===== src/design/tt_cmd_pkg.sv =====
package tt_cmd_pkg;

	// Every command frame opens with this byte
	localparam logic [7:0] SYNC_BYTE = 8'hAA;

	typedef enum logic [7:0] {
		OP_SET_RUN   = 8'h01,
		OP_WRITE_REG = 8'h04
	} opcode_e;

	// Frame length byte, opcode included
	localparam logic [7:0] LEN_SET_RUN   = 8'd2;
	localparam logic [7:0] LEN_WRITE_REG = 8'd6;

	// Register offsets within one sequencer, address is 4 * seq + offset
	localparam logic [7:0] REG_INITIAL = 8'h00;
	localparam logic [7:0] REG_HIGH    = 8'h01;
	localparam logic [7:0] REG_LOW     = 8'h02;

	// Bit positions in the SET_RUN mask byte
	localparam int RUN_TAGGER = 0;
	localparam int RUN_PULSE  = 1;

	typedef enum logic [1:0] {
		ST_SYNC,
		ST_LEN,
		ST_OPCODE,
		ST_PAYLOAD
	} parser_state_e;

endpackage


===== src/design/tt_rec_pkg.sv =====
package tt_rec_pkg;

	// Detector inputs
	localparam int N_CHAN = 4;

	// Timestamp bits, the rest of the record is the channel mask
	localparam int TS_WIDTH = 28;

	// One tagged event, mask in the top nibble
	typedef struct packed {
		logic [N_CHAN-1:0]   chan;
		logic [TS_WIDTH-1:0] ts;
	} event_rec_t;

endpackage


===== src/design/tt_cmd_if.sv =====
`timescale 1ns/1ns

interface tt_cmd_if;

	// One-cycle strobe, the fields below hold steady with it
	logic                  valid;
	tt_cmd_pkg::opcode_e   opcode;
	logic [7:0]            addr;
	logic [31:0]           value;

	modport src (
		output valid,
		output opcode,
		output addr,
		output value
	);

	modport dst (
		input valid,
		input opcode,
		input addr,
		input value
	);

endinterface


===== src/design/cmd_parser.sv =====
`timescale 1ns/1ns

module cmd_parser (
	input  logic       clk,
	input  logic       rst,
	input  logic       cmd_wr,
	input  logic [7:0] cmd_in,
	tt_cmd_if.src      cmd
);

	tt_cmd_pkg::parser_state_e state;
	logic [7:0] len;
	// Payload bytes taken after the opcode
	logic [7:0] cnt;
	logic       frame_ok;
	logic [1:0] byte_sel;

	// Value bytes follow the address byte, least significant first
	assign byte_sel = cnt[1:0] - 2'd1;

	always_ff @(posedge clk) begin
		if (rst) begin
			state     <= tt_cmd_pkg::ST_SYNC;
			len       <= '0;
			cnt       <= '0;
			frame_ok  <= 1'b0;
			cmd.valid <= 1'b0;
		end else begin
			cmd.valid <= 1'b0;
			if (cmd_wr) begin
				case (state)
					tt_cmd_pkg::ST_SYNC: begin
						if (cmd_in == tt_cmd_pkg::SYNC_BYTE) begin
							state <= tt_cmd_pkg::ST_LEN;
						end
					end
					tt_cmd_pkg::ST_LEN: begin
						len <= cmd_in;
						// Empty frame has no opcode to read
						state <= (cmd_in == 8'd0) ? tt_cmd_pkg::ST_SYNC : tt_cmd_pkg::ST_OPCODE;
					end
					tt_cmd_pkg::ST_OPCODE: begin
						cmd.opcode <= tt_cmd_pkg::opcode_e'(cmd_in);
						cmd.value  <= '0;
						cnt        <= '0;
						// Unknown opcode or wrong length, frame is swallowed silently
						frame_ok <= (cmd_in == tt_cmd_pkg::OP_SET_RUN &&
							len == tt_cmd_pkg::LEN_SET_RUN) ||
							(cmd_in == tt_cmd_pkg::OP_WRITE_REG &&
							len == tt_cmd_pkg::LEN_WRITE_REG);
						state <= (len == 8'd1) ? tt_cmd_pkg::ST_SYNC : tt_cmd_pkg::ST_PAYLOAD;
					end
					tt_cmd_pkg::ST_PAYLOAD: begin
						if (frame_ok) begin
							if (cmd.opcode == tt_cmd_pkg::OP_WRITE_REG) begin
								if (cnt == 8'd0) begin
									cmd.addr <= cmd_in;
								end else begin
									cmd.value[8*byte_sel +: 8] <= cmd_in;
								end
							end else begin
								// SET_RUN mask
								cmd.value[7:0] <= cmd_in;
							end
						end
						cnt <= cnt + 8'd1;
						if (cnt == len - 8'd2) begin
							cmd.valid <= frame_ok;
							state     <= tt_cmd_pkg::ST_SYNC;
						end
					end
					default: state <= tt_cmd_pkg::ST_SYNC;
				endcase
			end
		end
	end

	a_valid_pulse: assert property (@(posedge clk) disable iff (rst)
		cmd.valid |=> !cmd.valid);

endmodule


===== src/design/pulse_seq.sv =====
`timescale 1ns/1ns

module pulse_seq #(
	parameter int COUNT_WIDTH = 32
) (
	input  logic                   clk,
	input  logic                   rst,
	input  logic                   run,
	input  logic [COUNT_WIDTH-1:0] initial_cnt,
	input  logic [COUNT_WIDTH-1:0] high_cnt,
	input  logic [COUNT_WIDTH-1:0] low_cnt,
	output logic                   laser_en
);

	typedef enum logic [1:0] {
		IDLE,
		DELAY,
		HIGH,
		LOW
	} seq_state_e;

	localparam logic [COUNT_WIDTH-1:0] ONE = COUNT_WIDTH'(1);

	seq_state_e             state;
	// Cycles left in the current phase
	logic [COUNT_WIDTH-1:0] cnt;

	// Zero would never expire, run it as a single cycle
	function automatic logic [COUNT_WIDTH-1:0] phase_len(input logic [COUNT_WIDTH-1:0] c);
		phase_len = (c == '0) ? ONE : c;
	endfunction

	always_ff @(posedge clk) begin
		if (rst) begin
			state <= IDLE;
			cnt   <= '0;
		end else if (!run) begin
			state <= IDLE;
		end else begin
			case (state)
				IDLE: begin
					state <= DELAY;
					cnt   <= phase_len(initial_cnt);
				end
				default: begin
					if (cnt == ONE) begin
						// Delay and low both lead into a high phase
						state <= (state == HIGH) ? LOW : HIGH;
						cnt   <= phase_len((state == HIGH) ? low_cnt : high_cnt);
					end else begin
						cnt <= cnt - ONE;
					end
				end
			endcase
		end
	end

	assign laser_en = (state == HIGH);

endmodule


===== src/design/record_fifo.sv =====
`timescale 1ns/1ns

module record_fifo #(
	parameter int FIFO_DEPTH = 8
) (
	input  logic                   clk,
	input  logic                   rst,
	input  logic                   push,
	input  tt_rec_pkg::event_rec_t wr_rec,
	input  logic                   pop,
	output tt_rec_pkg::event_rec_t rd_rec,
	output logic                   empty,
	output logic                   overflow
);

	localparam int PW = (FIFO_DEPTH > 1) ? $clog2(FIFO_DEPTH) : 1;
	localparam int CW = $clog2(FIFO_DEPTH + 1);

	tt_rec_pkg::event_rec_t mem [FIFO_DEPTH];
	logic [PW-1:0] wr_ptr;
	logic [PW-1:0] rd_ptr;
	logic [CW-1:0] count;
	logic          full;
	logic          wr_en;
	logic          rd_en;

	assign empty = (count == '0);
	assign full  = (count == CW'(FIFO_DEPTH));
	assign wr_en = push && !full;
	assign rd_en = pop && !empty;

	// Head record is visible without a read cycle
	assign rd_rec = mem[rd_ptr];

	always_ff @(posedge clk) begin
		if (wr_en) begin
			mem[wr_ptr] <= wr_rec;
		end
	end

	always_ff @(posedge clk) begin
		if (rst) begin
			wr_ptr   <= '0;
			rd_ptr   <= '0;
			count    <= '0;
			overflow <= 1'b0;
		end else begin
			if (wr_en) begin
				wr_ptr <= (wr_ptr == PW'(FIFO_DEPTH - 1)) ? '0 : wr_ptr + 1'b1;
			end
			if (rd_en) begin
				rd_ptr <= (rd_ptr == PW'(FIFO_DEPTH - 1)) ? '0 : rd_ptr + 1'b1;
			end
			count <= count + CW'(wr_en) - CW'(rd_en);
			// Dropped record, flag stays until reset
			if (push && full) begin
				overflow <= 1'b1;
			end
		end
	end

	a_no_pop_empty: assert property (@(posedge clk) disable iff (rst)
		pop |-> !empty);

endmodule


===== src/design/record_serializer.sv =====
`timescale 1ns/1ns

module record_serializer (
	input  logic                   clk,
	input  logic                   rst,
	input  logic                   empty,
	input  tt_rec_pkg::event_rec_t rec,
	output logic                   pop,
	output logic [7:0]             data,
	output logic                   data_rdy,
	input  logic                   data_ack
);

	typedef enum logic [1:0] {
		P_IDLE,
		P_SETUP,
		P_RDY,
		P_RELEASE
	} phase_e;

	phase_e      phase;
	logic [1:0]  byte_idx;
	// Current byte always sits in the top eight bits
	logic [31:0] shift;

	assign pop      = (phase == P_IDLE) && !empty;
	assign data     = shift[31:24];
	assign data_rdy = (phase == P_RDY);

	always_ff @(posedge clk) begin
		if (rst) begin
			phase    <= P_IDLE;
			byte_idx <= '0;
		end else begin
			case (phase)
				P_IDLE: begin
					if (!empty) begin
						byte_idx <= '0;
						phase    <= P_SETUP;
					end
				end
				// data settles one cycle ahead of data_rdy
				P_SETUP: phase <= P_RDY;
				P_RDY: begin
					if (data_ack) begin
						phase <= P_RELEASE;
					end
				end
				P_RELEASE: begin
					// Receiver has dropped ack, byte is done
					if (!data_ack) begin
						byte_idx <= byte_idx + 2'd1;
						phase    <= (byte_idx == 2'd3) ? P_IDLE : P_SETUP;
					end
				end
				default: phase <= P_IDLE;
			endcase
		end
	end

	always_ff @(posedge clk) begin
		if (pop) begin
			shift <= rec;
		end else if (phase == P_RELEASE && !data_ack) begin
			shift <= {shift[23:0], 8'h00};
		end
	end

	a_data_stable: assert property (@(posedge clk) disable iff (rst)
		data_rdy |=> (!data_rdy || $stable(data)));

endmodule


===== src/design/reg_bank.sv =====
`timescale 1ns/1ns

module reg_bank #(
	parameter int N_SEQ       = 4,
	parameter int COUNT_WIDTH = 32
) (
	input  logic                              clk,
	input  logic                              rst,
	tt_cmd_if.dst                             cmd,
	output logic                              tagger_run,
	output logic                              pulse_run,
	output logic [N_SEQ-1:0][COUNT_WIDTH-1:0] initial_cnt,
	output logic [N_SEQ-1:0][COUNT_WIDTH-1:0] high_cnt,
	output logic [N_SEQ-1:0][COUNT_WIDTH-1:0] low_cnt
);

	always_ff @(posedge clk) begin
		if (rst) begin
			tagger_run  <= 1'b0;
			pulse_run   <= 1'b0;
			initial_cnt <= '0;
			high_cnt    <= '0;
			low_cnt     <= '0;
		end else if (cmd.valid) begin
			case (cmd.opcode)
				tt_cmd_pkg::OP_SET_RUN: begin
					tagger_run <= cmd.value[tt_cmd_pkg::RUN_TAGGER];
					pulse_run  <= cmd.value[tt_cmd_pkg::RUN_PULSE];
				end
				tt_cmd_pkg::OP_WRITE_REG: begin
					// Upper six address bits select the sequencer
					for (int i = 0; i < N_SEQ; i++) begin
						if (int'(cmd.addr[7:2]) == i) begin
							case ({6'd0, cmd.addr[1:0]})
								tt_cmd_pkg::REG_INITIAL: begin
									initial_cnt[i] <= cmd.value[COUNT_WIDTH-1:0];
								end
								tt_cmd_pkg::REG_HIGH: begin
									high_cnt[i] <= cmd.value[COUNT_WIDTH-1:0];
								end
								tt_cmd_pkg::REG_LOW: begin
									low_cnt[i] <= cmd.value[COUNT_WIDTH-1:0];
								end
								// Offset 3 unused
								default: ;
							endcase
						end
					end
				end
				default: ;
			endcase
		end
	end

endmodule


===== src/design/strobe_tagger.sv =====
`timescale 1ns/1ns

module strobe_tagger (
	input  logic                          clk,
	input  logic                          rst,
	input  logic                          run,
	input  logic [tt_rec_pkg::N_CHAN-1:0] strobe_in,
	output logic                          push,
	output tt_rec_pkg::event_rec_t        rec
);

	// Two-flop synchronizer, then the previous level for edge detect
	logic [tt_rec_pkg::N_CHAN-1:0]   sync_a;
	logic [tt_rec_pkg::N_CHAN-1:0]   sync_b;
	logic [tt_rec_pkg::N_CHAN-1:0]   prev;
	logic [tt_rec_pkg::N_CHAN-1:0]   rise;
	logic [tt_rec_pkg::TS_WIDTH-1:0] ts_cnt;

	assign rise = sync_b & ~prev;

	always_ff @(posedge clk) begin
		if (rst) begin
			sync_a <= '0;
			sync_b <= '0;
			prev   <= '0;
			ts_cnt <= '0;
			push   <= 1'b0;
		end else begin
			sync_a <= strobe_in;
			sync_b <= sync_a;
			prev   <= sync_b;
			// Free-running, wraps at 2**TS_WIDTH
			ts_cnt <= ts_cnt + 1'b1;
			// Simultaneous edges share one record
			push <= run && (rise != '0);
		end
	end

	always_ff @(posedge clk) begin
		rec.chan <= rise;
		rec.ts   <= ts_cnt;
	end

endmodule


===== src/design/timetag.sv =====
`timescale 1ns/1ns

module timetag #(
	parameter int FIFO_DEPTH  = 8,
	parameter int N_SEQ       = 4,
	parameter int COUNT_WIDTH = 32
) (
	input  logic             clk,
	input  logic             rst,
	input  logic             cmd_wr,
	input  logic [7:0]       cmd_in,
	input  logic [3:0]       strobe_in,
	input  logic             data_ack,
	output logic [7:0]       data,
	output logic             data_rdy,
	output logic [N_SEQ-1:0] laser_en,
	output logic             overflow
);

	tt_cmd_if cmd_bus ();

	logic                              tagger_run;
	logic                              pulse_run;
	logic [N_SEQ-1:0][COUNT_WIDTH-1:0] initial_cnt;
	logic [N_SEQ-1:0][COUNT_WIDTH-1:0] high_cnt;
	logic [N_SEQ-1:0][COUNT_WIDTH-1:0] low_cnt;
	logic                              push;
	logic                              pop;
	logic                              empty;
	tt_rec_pkg::event_rec_t            tag_rec;
	tt_rec_pkg::event_rec_t            head_rec;

	cmd_parser u_parser (
		.clk    (clk),
		.rst    (rst),
		.cmd_wr (cmd_wr),
		.cmd_in (cmd_in),
		.cmd    (cmd_bus)
	);

	reg_bank #(
		.N_SEQ       (N_SEQ),
		.COUNT_WIDTH (COUNT_WIDTH)
	) u_regs (
		.clk         (clk),
		.rst         (rst),
		.cmd         (cmd_bus),
		.tagger_run  (tagger_run),
		.pulse_run   (pulse_run),
		.initial_cnt (initial_cnt),
		.high_cnt    (high_cnt),
		.low_cnt     (low_cnt)
	);

	// One sequencer per laser enable
	for (genvar i = 0; i < N_SEQ; i++) begin : g_seq
		pulse_seq #(
			.COUNT_WIDTH (COUNT_WIDTH)
		) u_seq (
			.clk         (clk),
			.rst         (rst),
			.run         (pulse_run),
			.initial_cnt (initial_cnt[i]),
			.high_cnt    (high_cnt[i]),
			.low_cnt     (low_cnt[i]),
			.laser_en    (laser_en[i])
		);
	end

	strobe_tagger u_tagger (
		.clk       (clk),
		.rst       (rst),
		.run       (tagger_run),
		.strobe_in (strobe_in),
		.push      (push),
		.rec       (tag_rec)
	);

	record_fifo #(
		.FIFO_DEPTH (FIFO_DEPTH)
	) u_fifo (
		.clk      (clk),
		.rst      (rst),
		.push     (push),
		.wr_rec   (tag_rec),
		.pop      (pop),
		.rd_rec   (head_rec),
		.empty    (empty),
		.overflow (overflow)
	);

	record_serializer u_ser (
		.clk      (clk),
		.rst      (rst),
		.empty    (empty),
		.rec      (head_rec),
		.pop      (pop),
		.data     (data),
		.data_rdy (data_rdy),
		.data_ack (data_ack)
	);

endmodule


===== config.mk =====
export PLATFORM = sky130hd
export DESIGN_NAME = timetag
export DESIGN_NICKNAME = d
export VERILOG_FILES = /design/src/design/tt_cmd_pkg.sv /design/src/design/tt_rec_pkg.sv /design/src/design/tt_cmd_if.sv /design/src/design/cmd_parser.sv /design/src/design/pulse_seq.sv /design/src/design/record_fifo.sv /design/src/design/record_serializer.sv /design/src/design/reg_bank.sv /design/src/design/strobe_tagger.sv /design/src/design/timetag.sv
export SDC_FILE = /design/constraint.sdc
export NUM_CORES = 2
export LEC_CHECK = 0
export BUFFER_PORTS_ARGS = -buffer_cell sky130_fd_sc_hd__buf_4
export CAP_MARGIN = 0
export CORE_MARGIN = 2
export CORE_UTILIZATION = 50
export DETAILED_ROUTE_END_ITERATION = 6
export GPL_TIMING_DRIVEN = 0
export PLACE_DENSITY = 0.74
export SETUP_SLACK_MARGIN = 0.05
export SKIP_LAST_GASP = 1
export SYNTH_ARGS = -nofsm -noshare
export SYNTH_HDL_FRONTEND = slang
export SYNTH_HIERARCHICAL = 1
export SYNTH_SLANG_ARGS = --single-unit
export TNS_END_PERCENT = 30

===== constraint.sdc =====
create_clock -name clk -period 5.1 [get_ports clk]
set_clock_uncertainty 0.05 [all_clocks]
set_input_delay 0.51 -clock clk [delete_from_list [all_inputs] [get_ports clk]]
set_output_delay 0.51 -clock clk [all_outputs]
set_load 0.02 [all_outputs]

# [Word level (Yosys, flattened, before mapping)]
# Memories as Yosys holds them, arrays and structs flattened. A register that Yosys moved wholly into a read port is not among the register bits.
# Index checks and enable logic that the tools add are counted.
[word_totals] regBits=710 latchBits=0 ramBits=256 mem_bits_ro=0 in_bits=16 wordCells=242 mem_count=1
[classes] add_sub_neg=14 multipliers=0 n_div=0 magnitude_cmp=0 eq_ne=41 shift=2 mux=60 n_bitwise=7 n_reduce_logical=68
[mem_list] memory="u_fifo.mem" words=8 word_bits=32 read_ports=1 rd_clocked_by_memory_dff=1 write_ports=1 line="record_fifo.sv:19" rtl="tt_rec_pkg::event_rec_t mem [FIFO_DEPTH];"
[op_table] cell="$mux W32" count=24
[op_table] cell="$logic_not A32 Y1" count=8
[op_table] cell="$eq A32 B1 Y1 const B" count=4
[op_table] cell="$sub A32 B1 Y32 const B" count=4
[op_table] cell="$pmux W32 S2" count=1
[op_table] cell="$reduce_and A4 Y1" count=12
[op_table] cell="$neg A5 Y34" count=1
[op_table] cell="$shift A8 B34 Y32 const A" count=1
[op_table] cell="$shiftx A8 B34 Y32" count=1
[op_table] cell="$bwmux W32" count=1
[op_table] cell="$add A28 B1 Y28 const B" count=1
[op_table] cell="$eq A8 B1 Y1 const B" count=3
[op_table] cell="$eq A8 B3 Y1 const B" count=3
[op_table] cell="$mux W24" count=1
[op_table] cell="$eq A2 B2 Y1 const B" count=10
[op_table] cell="$mux W2" count=9
[op_table] cell="$logic_not A8 Y1" count=2
[op_table] cell="$pmux W2 S4" count=2
[op_table] cell="$pmux W8 S2" count=1
[op_table] cell="$mux W1" count=15
[op_table] cell="$logic_not A2 Y1" count=7
[op_table] cell="$reduce_bool A2 Y1" count=7
[op_table] cell="$eq A6 B3 Y1 const B" count=2
[op_table] cell="$mux W3" count=4
[op_table] cell="35 further kinds" count=68

# [Depth between registers and ports, before layout]
[logic_depth] ltp_word=8 depth_mapped=17

# [By module]
# Netlist, hierarchy kept.
[by_module_without_submodules] module="reg_bank" instances=1 cells_per_inst=1340 area_each_um2=14903.0 seq_area_each_um2=7727.4
[by_module_without_submodules] module="pulse_seq" instances=4 cells_per_inst=415 area_each_um2=2930.3 seq_area_each_um2=680.7
[by_module_without_submodules] module="record_fifo" instances=1 cells_per_inst=451 area_each_um2=10500.1 seq_area_each_um2=7967.6
[by_module_without_submodules] module="cmd_parser" instances=1 cells_per_inst=290 area_each_um2=3176.8 seq_area_each_um2=1841.8
[by_module_without_submodules] module="strobe_tagger" instances=1 cells_per_inst=209 area_each_um2=2277.2 seq_area_each_um2=1461.4
[by_module_without_submodules] module="record_serializer" instances=1 cells_per_inst=161 area_each_um2=1666.6 seq_area_each_um2=1041.0

# [Worst setup path after synthesis]
# Ideal clock, no wire load.
[synth_timing] kind="reg2reg" start="reg u_fifo.count[2]" end="mem u_fifo/mem[0][0] (netlist name), enable pin" setup_time_ps=501 arrival_ps=3935 slack_ps=614 path_stages_with_launch=6 path_buffers=0 synth_period_minus_slack_ps=4486 cell_sequence="dfxtp_1 inv_1 ha_1 or3b_2 nand2_2 nor4_1"
[synth_via] elab_chain_cells=5
[synth_rtl] item="from (decl)" line="record_fifo.sv:22" rtl="logic [CW-1:0] count;"
[synth_rtl] item="from (signal assigned)" line="record_fifo.sv:54" rtl="count <= count + CW'(wr_en) - CW'(rd_en);"
[synth_rtl] item="$eq A4 B4 Y1" line="record_fifo.sv:28" rtl="assign full = (count == CW'(FIFO_DEPTH));"
[synth_rtl] item="$logic_not A1 Y1" line="record_fifo.sv:29" rtl="assign wr_en = push && !full;"
[synth_rtl] item="$logic_and A1 B1 Y1" line="record_fifo.sv:29"
[synth_rtl] item="$mux W1" line="record_fifo.sv:36" rtl="if (wr_en) begin"
[synth_rtl] item="$mux W1 (implied by the code)" line="record_fifo.sv:37" rtl="mem[wr_ptr] <= wr_rec;"
[synth_rtl] item="to (decl)" line="record_fifo.sv:19"
# Every way passes these cells.

# [Worst setup path after layout]
[layout_timing] start="reg u_parser.cnt[0]" end="reg u_parser.cmd.addr[3], enable pin"
[layout_via] elab_chain_cells=2
[layout_rtl] item="from (decl)" line="cmd_parser.sv:14" rtl="logic [7:0] cnt;"
[layout_rtl] item="from (signal assigned)" line="cmd_parser.sv:66" rtl="cnt <= cnt + 8'd1;"
[layout_rtl] item="$logic_not A8 Y1" line="cmd_parser.sv:56" rtl="if (cnt == 8'd0) begin"
[layout_rtl] item="$reduce_and A6 Y1 (no source line)"
[layout_rtl] item="to (signal assigned)" line="cmd_parser.sv:57" rtl="cmd.addr <= cmd_in;"
[layout_rtl] item="to (decl)" line="tt_cmd_if.sv:14" rtl="output addr,"
# Every way passes these cells.
# A chain may end at the register's enable or synchronous reset.

==> key figures <==
Outcome
  • Failing checks: max-capacitance violations, max-slew violations
  • Status: complete, but fails checks

GRT
  • Tot GR Track Use: 0.294
  • Gr ovfl total: 0
  • Initial antenna violation count: 2
  • First-pass GRT wire length: a little over 200 mm
  • Number of global-route vias before repair: around 33000
  • Largest net degree at the start of global routing: 41

Detailed routing
  • First-pass DRT Iterations: 6
  • DRT iter0 DRCs: 4006
  • Residual DRC: 0
  • Via count: ~35000
  • Routed Antenna Nets: 0
  • Via density: roughly 6.3
  • Wire length per cell: 24.7 µm
  • Final wirelength: 136 mm

Timing
  • Final Max Tran Viols: 1
  • Worst-margin pin slew: 1.50 ns
  • Slew HR: -0.000377
  • Fmax: 281 MHz
  • Setup violators final: 0
  • Final min period: 3.56 ns
  • Final WS setup: 1.54 ns
  • Setup TNS: 0 ns
  • Final hold vios: 0
  • Final period util: 0.699
  • RSZ-0062 raised after global routing: no

Place
  • Cell count after placement: 5331
  • I/O Buffers: 29
  • Gp weighted congestion: ~0.96
  • Pre-CTS setup slack: ~1.6 ns
  • Hpwl dp: about 95 mm

Yosys
  • Number of synthesized flops with an enable pin: 336
  • Yosys Warn Count: 6
  • Ys async rst share: 0
  • Post-Syn Area: 44200 µm²
  • Ys flop type: dfxtp_1
  • Avg Synthesized Cell Area: ~11 µm²
  • Synth Register Bits: ~970
  • Net Count, Synth: 4160
  • Register area share after synthesis: 0.514
  • Synth cell types: 83
  • Cells after Synth: 4111

Clock network
  • Clock Path Buffers: 3
  • PostCTS Resize Cnt: 0
  • Root buffer cell: clkbuf_16
  • CTS tree: yes
  • Clk Latency, worst-skew pair: 0.69 ns
  • H-tree levels: 3
  • CTS buffer count: 98
  • Postcts setup bufs: 0
  • Clock-pin slew on the worst setup and hold paths: 0.06 ns
  • Number of hold buffers added after CTS: 6
  • Clock Sinks: 969

Critical path
  • CP max-delay cell: nor4b_2
  • Crit path max fanout: 10
  • WS Path Type: flop to flop
  • CP Capture Type: flop
  • CP cell instances: clkbuf_1 > inv_1 > ha_1 > nor4b_1 > nand2_1 > nor4_1 > nor4b_2
  • Worst setup SP type: flop
  • Crit path DAT: 3.81 ns
  • Critical Path Max Stage Delay: 0.87 ns
  • Worst endpoint required time: 5.35 ns

Floorplanning
  • Rows: 109
  • Die area: 90900 µm²
  • Die Span Y: between 300 and 400 µm
  • Die X: roughly 300 µm
  • Initial core utilization: 0.502
  • Core ar.: 88100 µm²
  • I/O pin count: 30

Final layout
  • Layout cells sized above 1: 0.0989
  • # nets final: roughly 4300
  • Antenna Cells: 0
  • Fin cells: 5522
  • Area Growth Syn to Fin: 12.5%
  • Util after Layout: 0.565
  • Register Area: 22800 µm²
  • Area occupied by multi-input gates: about 20000 µm²
  • # fillers: 7411

Pwr
  • Pwr per Cell Area: 351 nW/µm²
  • Worst IR Drop VDD: ~0.57 mV
  • Pleak: 19.4 nW

Flow run
  • Max-cap violation count: 1

Hold path
  • HP Class: input port to flop
## cells by family (layout without fill, tap and decap cells)
kind of cell	Yosys count	count (layout)	share of synthesized area
xor gates and xnor gates	84	84	0.0166
buffers and inverters	350	596	0.0342
muxes	537	537	0.144
adders and majority gates	33	33	0.00950
and+or+nand+nor	1558	1558	0.189
DFF	969	969	0.514
AOI/OAI and AO/OA	580	580	0.0918
## routing by layer
metal  wire [µm]  up-vias  track usage
li1            -    15400            -
met1       54200    16900        0.382
met2       62800     1841        0.479
met3       12200      390       0.0519
met4        6990        2        0.137
met5          13        -            0
## where the power goes
part,switching (mW),internal [mW],total [mW]
Clock,3.23,4.31,7.54
Combinational,0.970,0.623,1.59
Sequential,0.0783,8.24,8.32
Total,4.28,13.2,17.5
## sequential cells by signal (all words and copies together) (netlist names), 28 cells and up, named ones only
| name | flops |
|---|---|
| u_tagger/rec | 32 |
| g_seq.u_seq/cnt | 128 |
| u_regs/high_cnt | 128 |
| u_ser/shift | 32 |
| u_tagger/ts_cnt | 28 |
| u_regs/low_cnt | 128 |
| u_regs/initial_cnt | 128 |
| u_parser/cmd.value | 32 |
| u_fifo/mem | 256 |
## path summary, 6_finish.rpt
| check | endpoint | startpoint | depth (start not counted) | slack, ns |
|---|---|---|---|---|
| worst min-delay path | u_parser/cmd.opcode[7] | cmd_in[7] | 1 | 0.08 |
| worst max register to register | u_parser/cmd.addr[3] | u_parser/cnt[0] | 7 | 1.54 |
| worst max-delay path | u_parser/cmd.addr[3] | u_parser/cnt[0] | 7 | 1.54 |
| worst min register to register | u_tagger/rec[10] | u_tagger/ts_cnt[10] | 0 | 0.33 |
## synthesized netlist by cell type (10+ instances only)
library cell,instances,area share
nor2b_1,46,0.0065
mux4_1,40,0.024
o311ai_0,12,0.0024
nor4_1,147,0.021
or4_1,31,0.0053
or2_2,12,0.0017
nand3_1,59,0.0067
nor3_1,78,0.0088
nor4b_1,12,0.0024
edfxtp_1,336,0.23
xnor2_1,29,0.0057
dfxtp_1,633,0.29
or3_1,30,0.0042
o21ai_0,152,0.017
buf_2,77,0.0087
o31a_1,13,0.0026
mux4_2,24,0.012
a22o_1,13,0.0026
a311oi_1,45,0.0089
nor3b_1,13,0.0022
and2_1,10,0.0014
nor2_1,231,0.020
mux2i_1,436,0.099
mux2_2,37,0.0094
ha_1,32,0.0090
clkbuf_1,185,0.016
xor2_1,55,0.011
a31oi_1,19,0.0027
nand4_1,66,0.0093
a22oi_1,21,0.0036
o41ai_1,13,0.0026
a211o_1,20,0.0040
nand2b_1,434,0.061
o31ai_1,35,0.0059
a21oi_1,82,0.0093
buf_1,16,0.0014
a211oi_1,26,0.0044
nand2_1,345,0.029
o211ai_1,20,0.0034
inv_1,53,0.0045
a311o_1,13,0.0029
## final cells by class
| class | count | share of cell area |
|---|---|---|
| multi-input combinational | 2792 | 0.403 |
| timing repair buffer | 61 | 0.0119 |
| clock buffer | 133 | 0.0556 |
| buffer | 296 | 0.0263 |
| clock inverter | 52 | 0.0127 |
| tap | 1165 | 0.0293 |
| inverter | 54 | 0.00407 |
| sequential | 969 | 0.457 |
## critical path, delay by kind of cell, from the launching register on
kind | cells | cell delay [ns]
buffers and inverters | 2 | 0.37
DFF | 1 | 0.35
and+or+nand+nor | 4 | 2.01
adders and majority gates | 1 | 0.40
## metrics by stage
step           hold WS, ns  power (mW)  area [µm²]
2_1_floorplan        0.294        9.50       44200
3_3_place_gp         0.320        9.97       45900
3_5_place_dp         0.321        10.0       46300
4_1_cts             0.0460        17.5       49800
5_1_grt             0.0532        18.0       49800
6_report            0.0760        17.5       49800
## layout by cell type (no fill, tap or decap), types with 44 or more instances in the layout
cell type,n
a21oi_1,82
a311oi_1,45
buf_2,77
buf_4,44
clkbuf_1,204
clkbuf_16,100
dfxtp_1,633
edfxtp_1,336
inv_1,53
mux2i_1,436
nand2_1,345
nand2b_1,434
nand3_1,59
nand4_1,66
nor2_1,228
nor2b_1,46
nor3_1,74
nor4_1,146
o21ai_0,151
xor2_1,55
No activity file was read; power rests on OpenSTA's default activity.
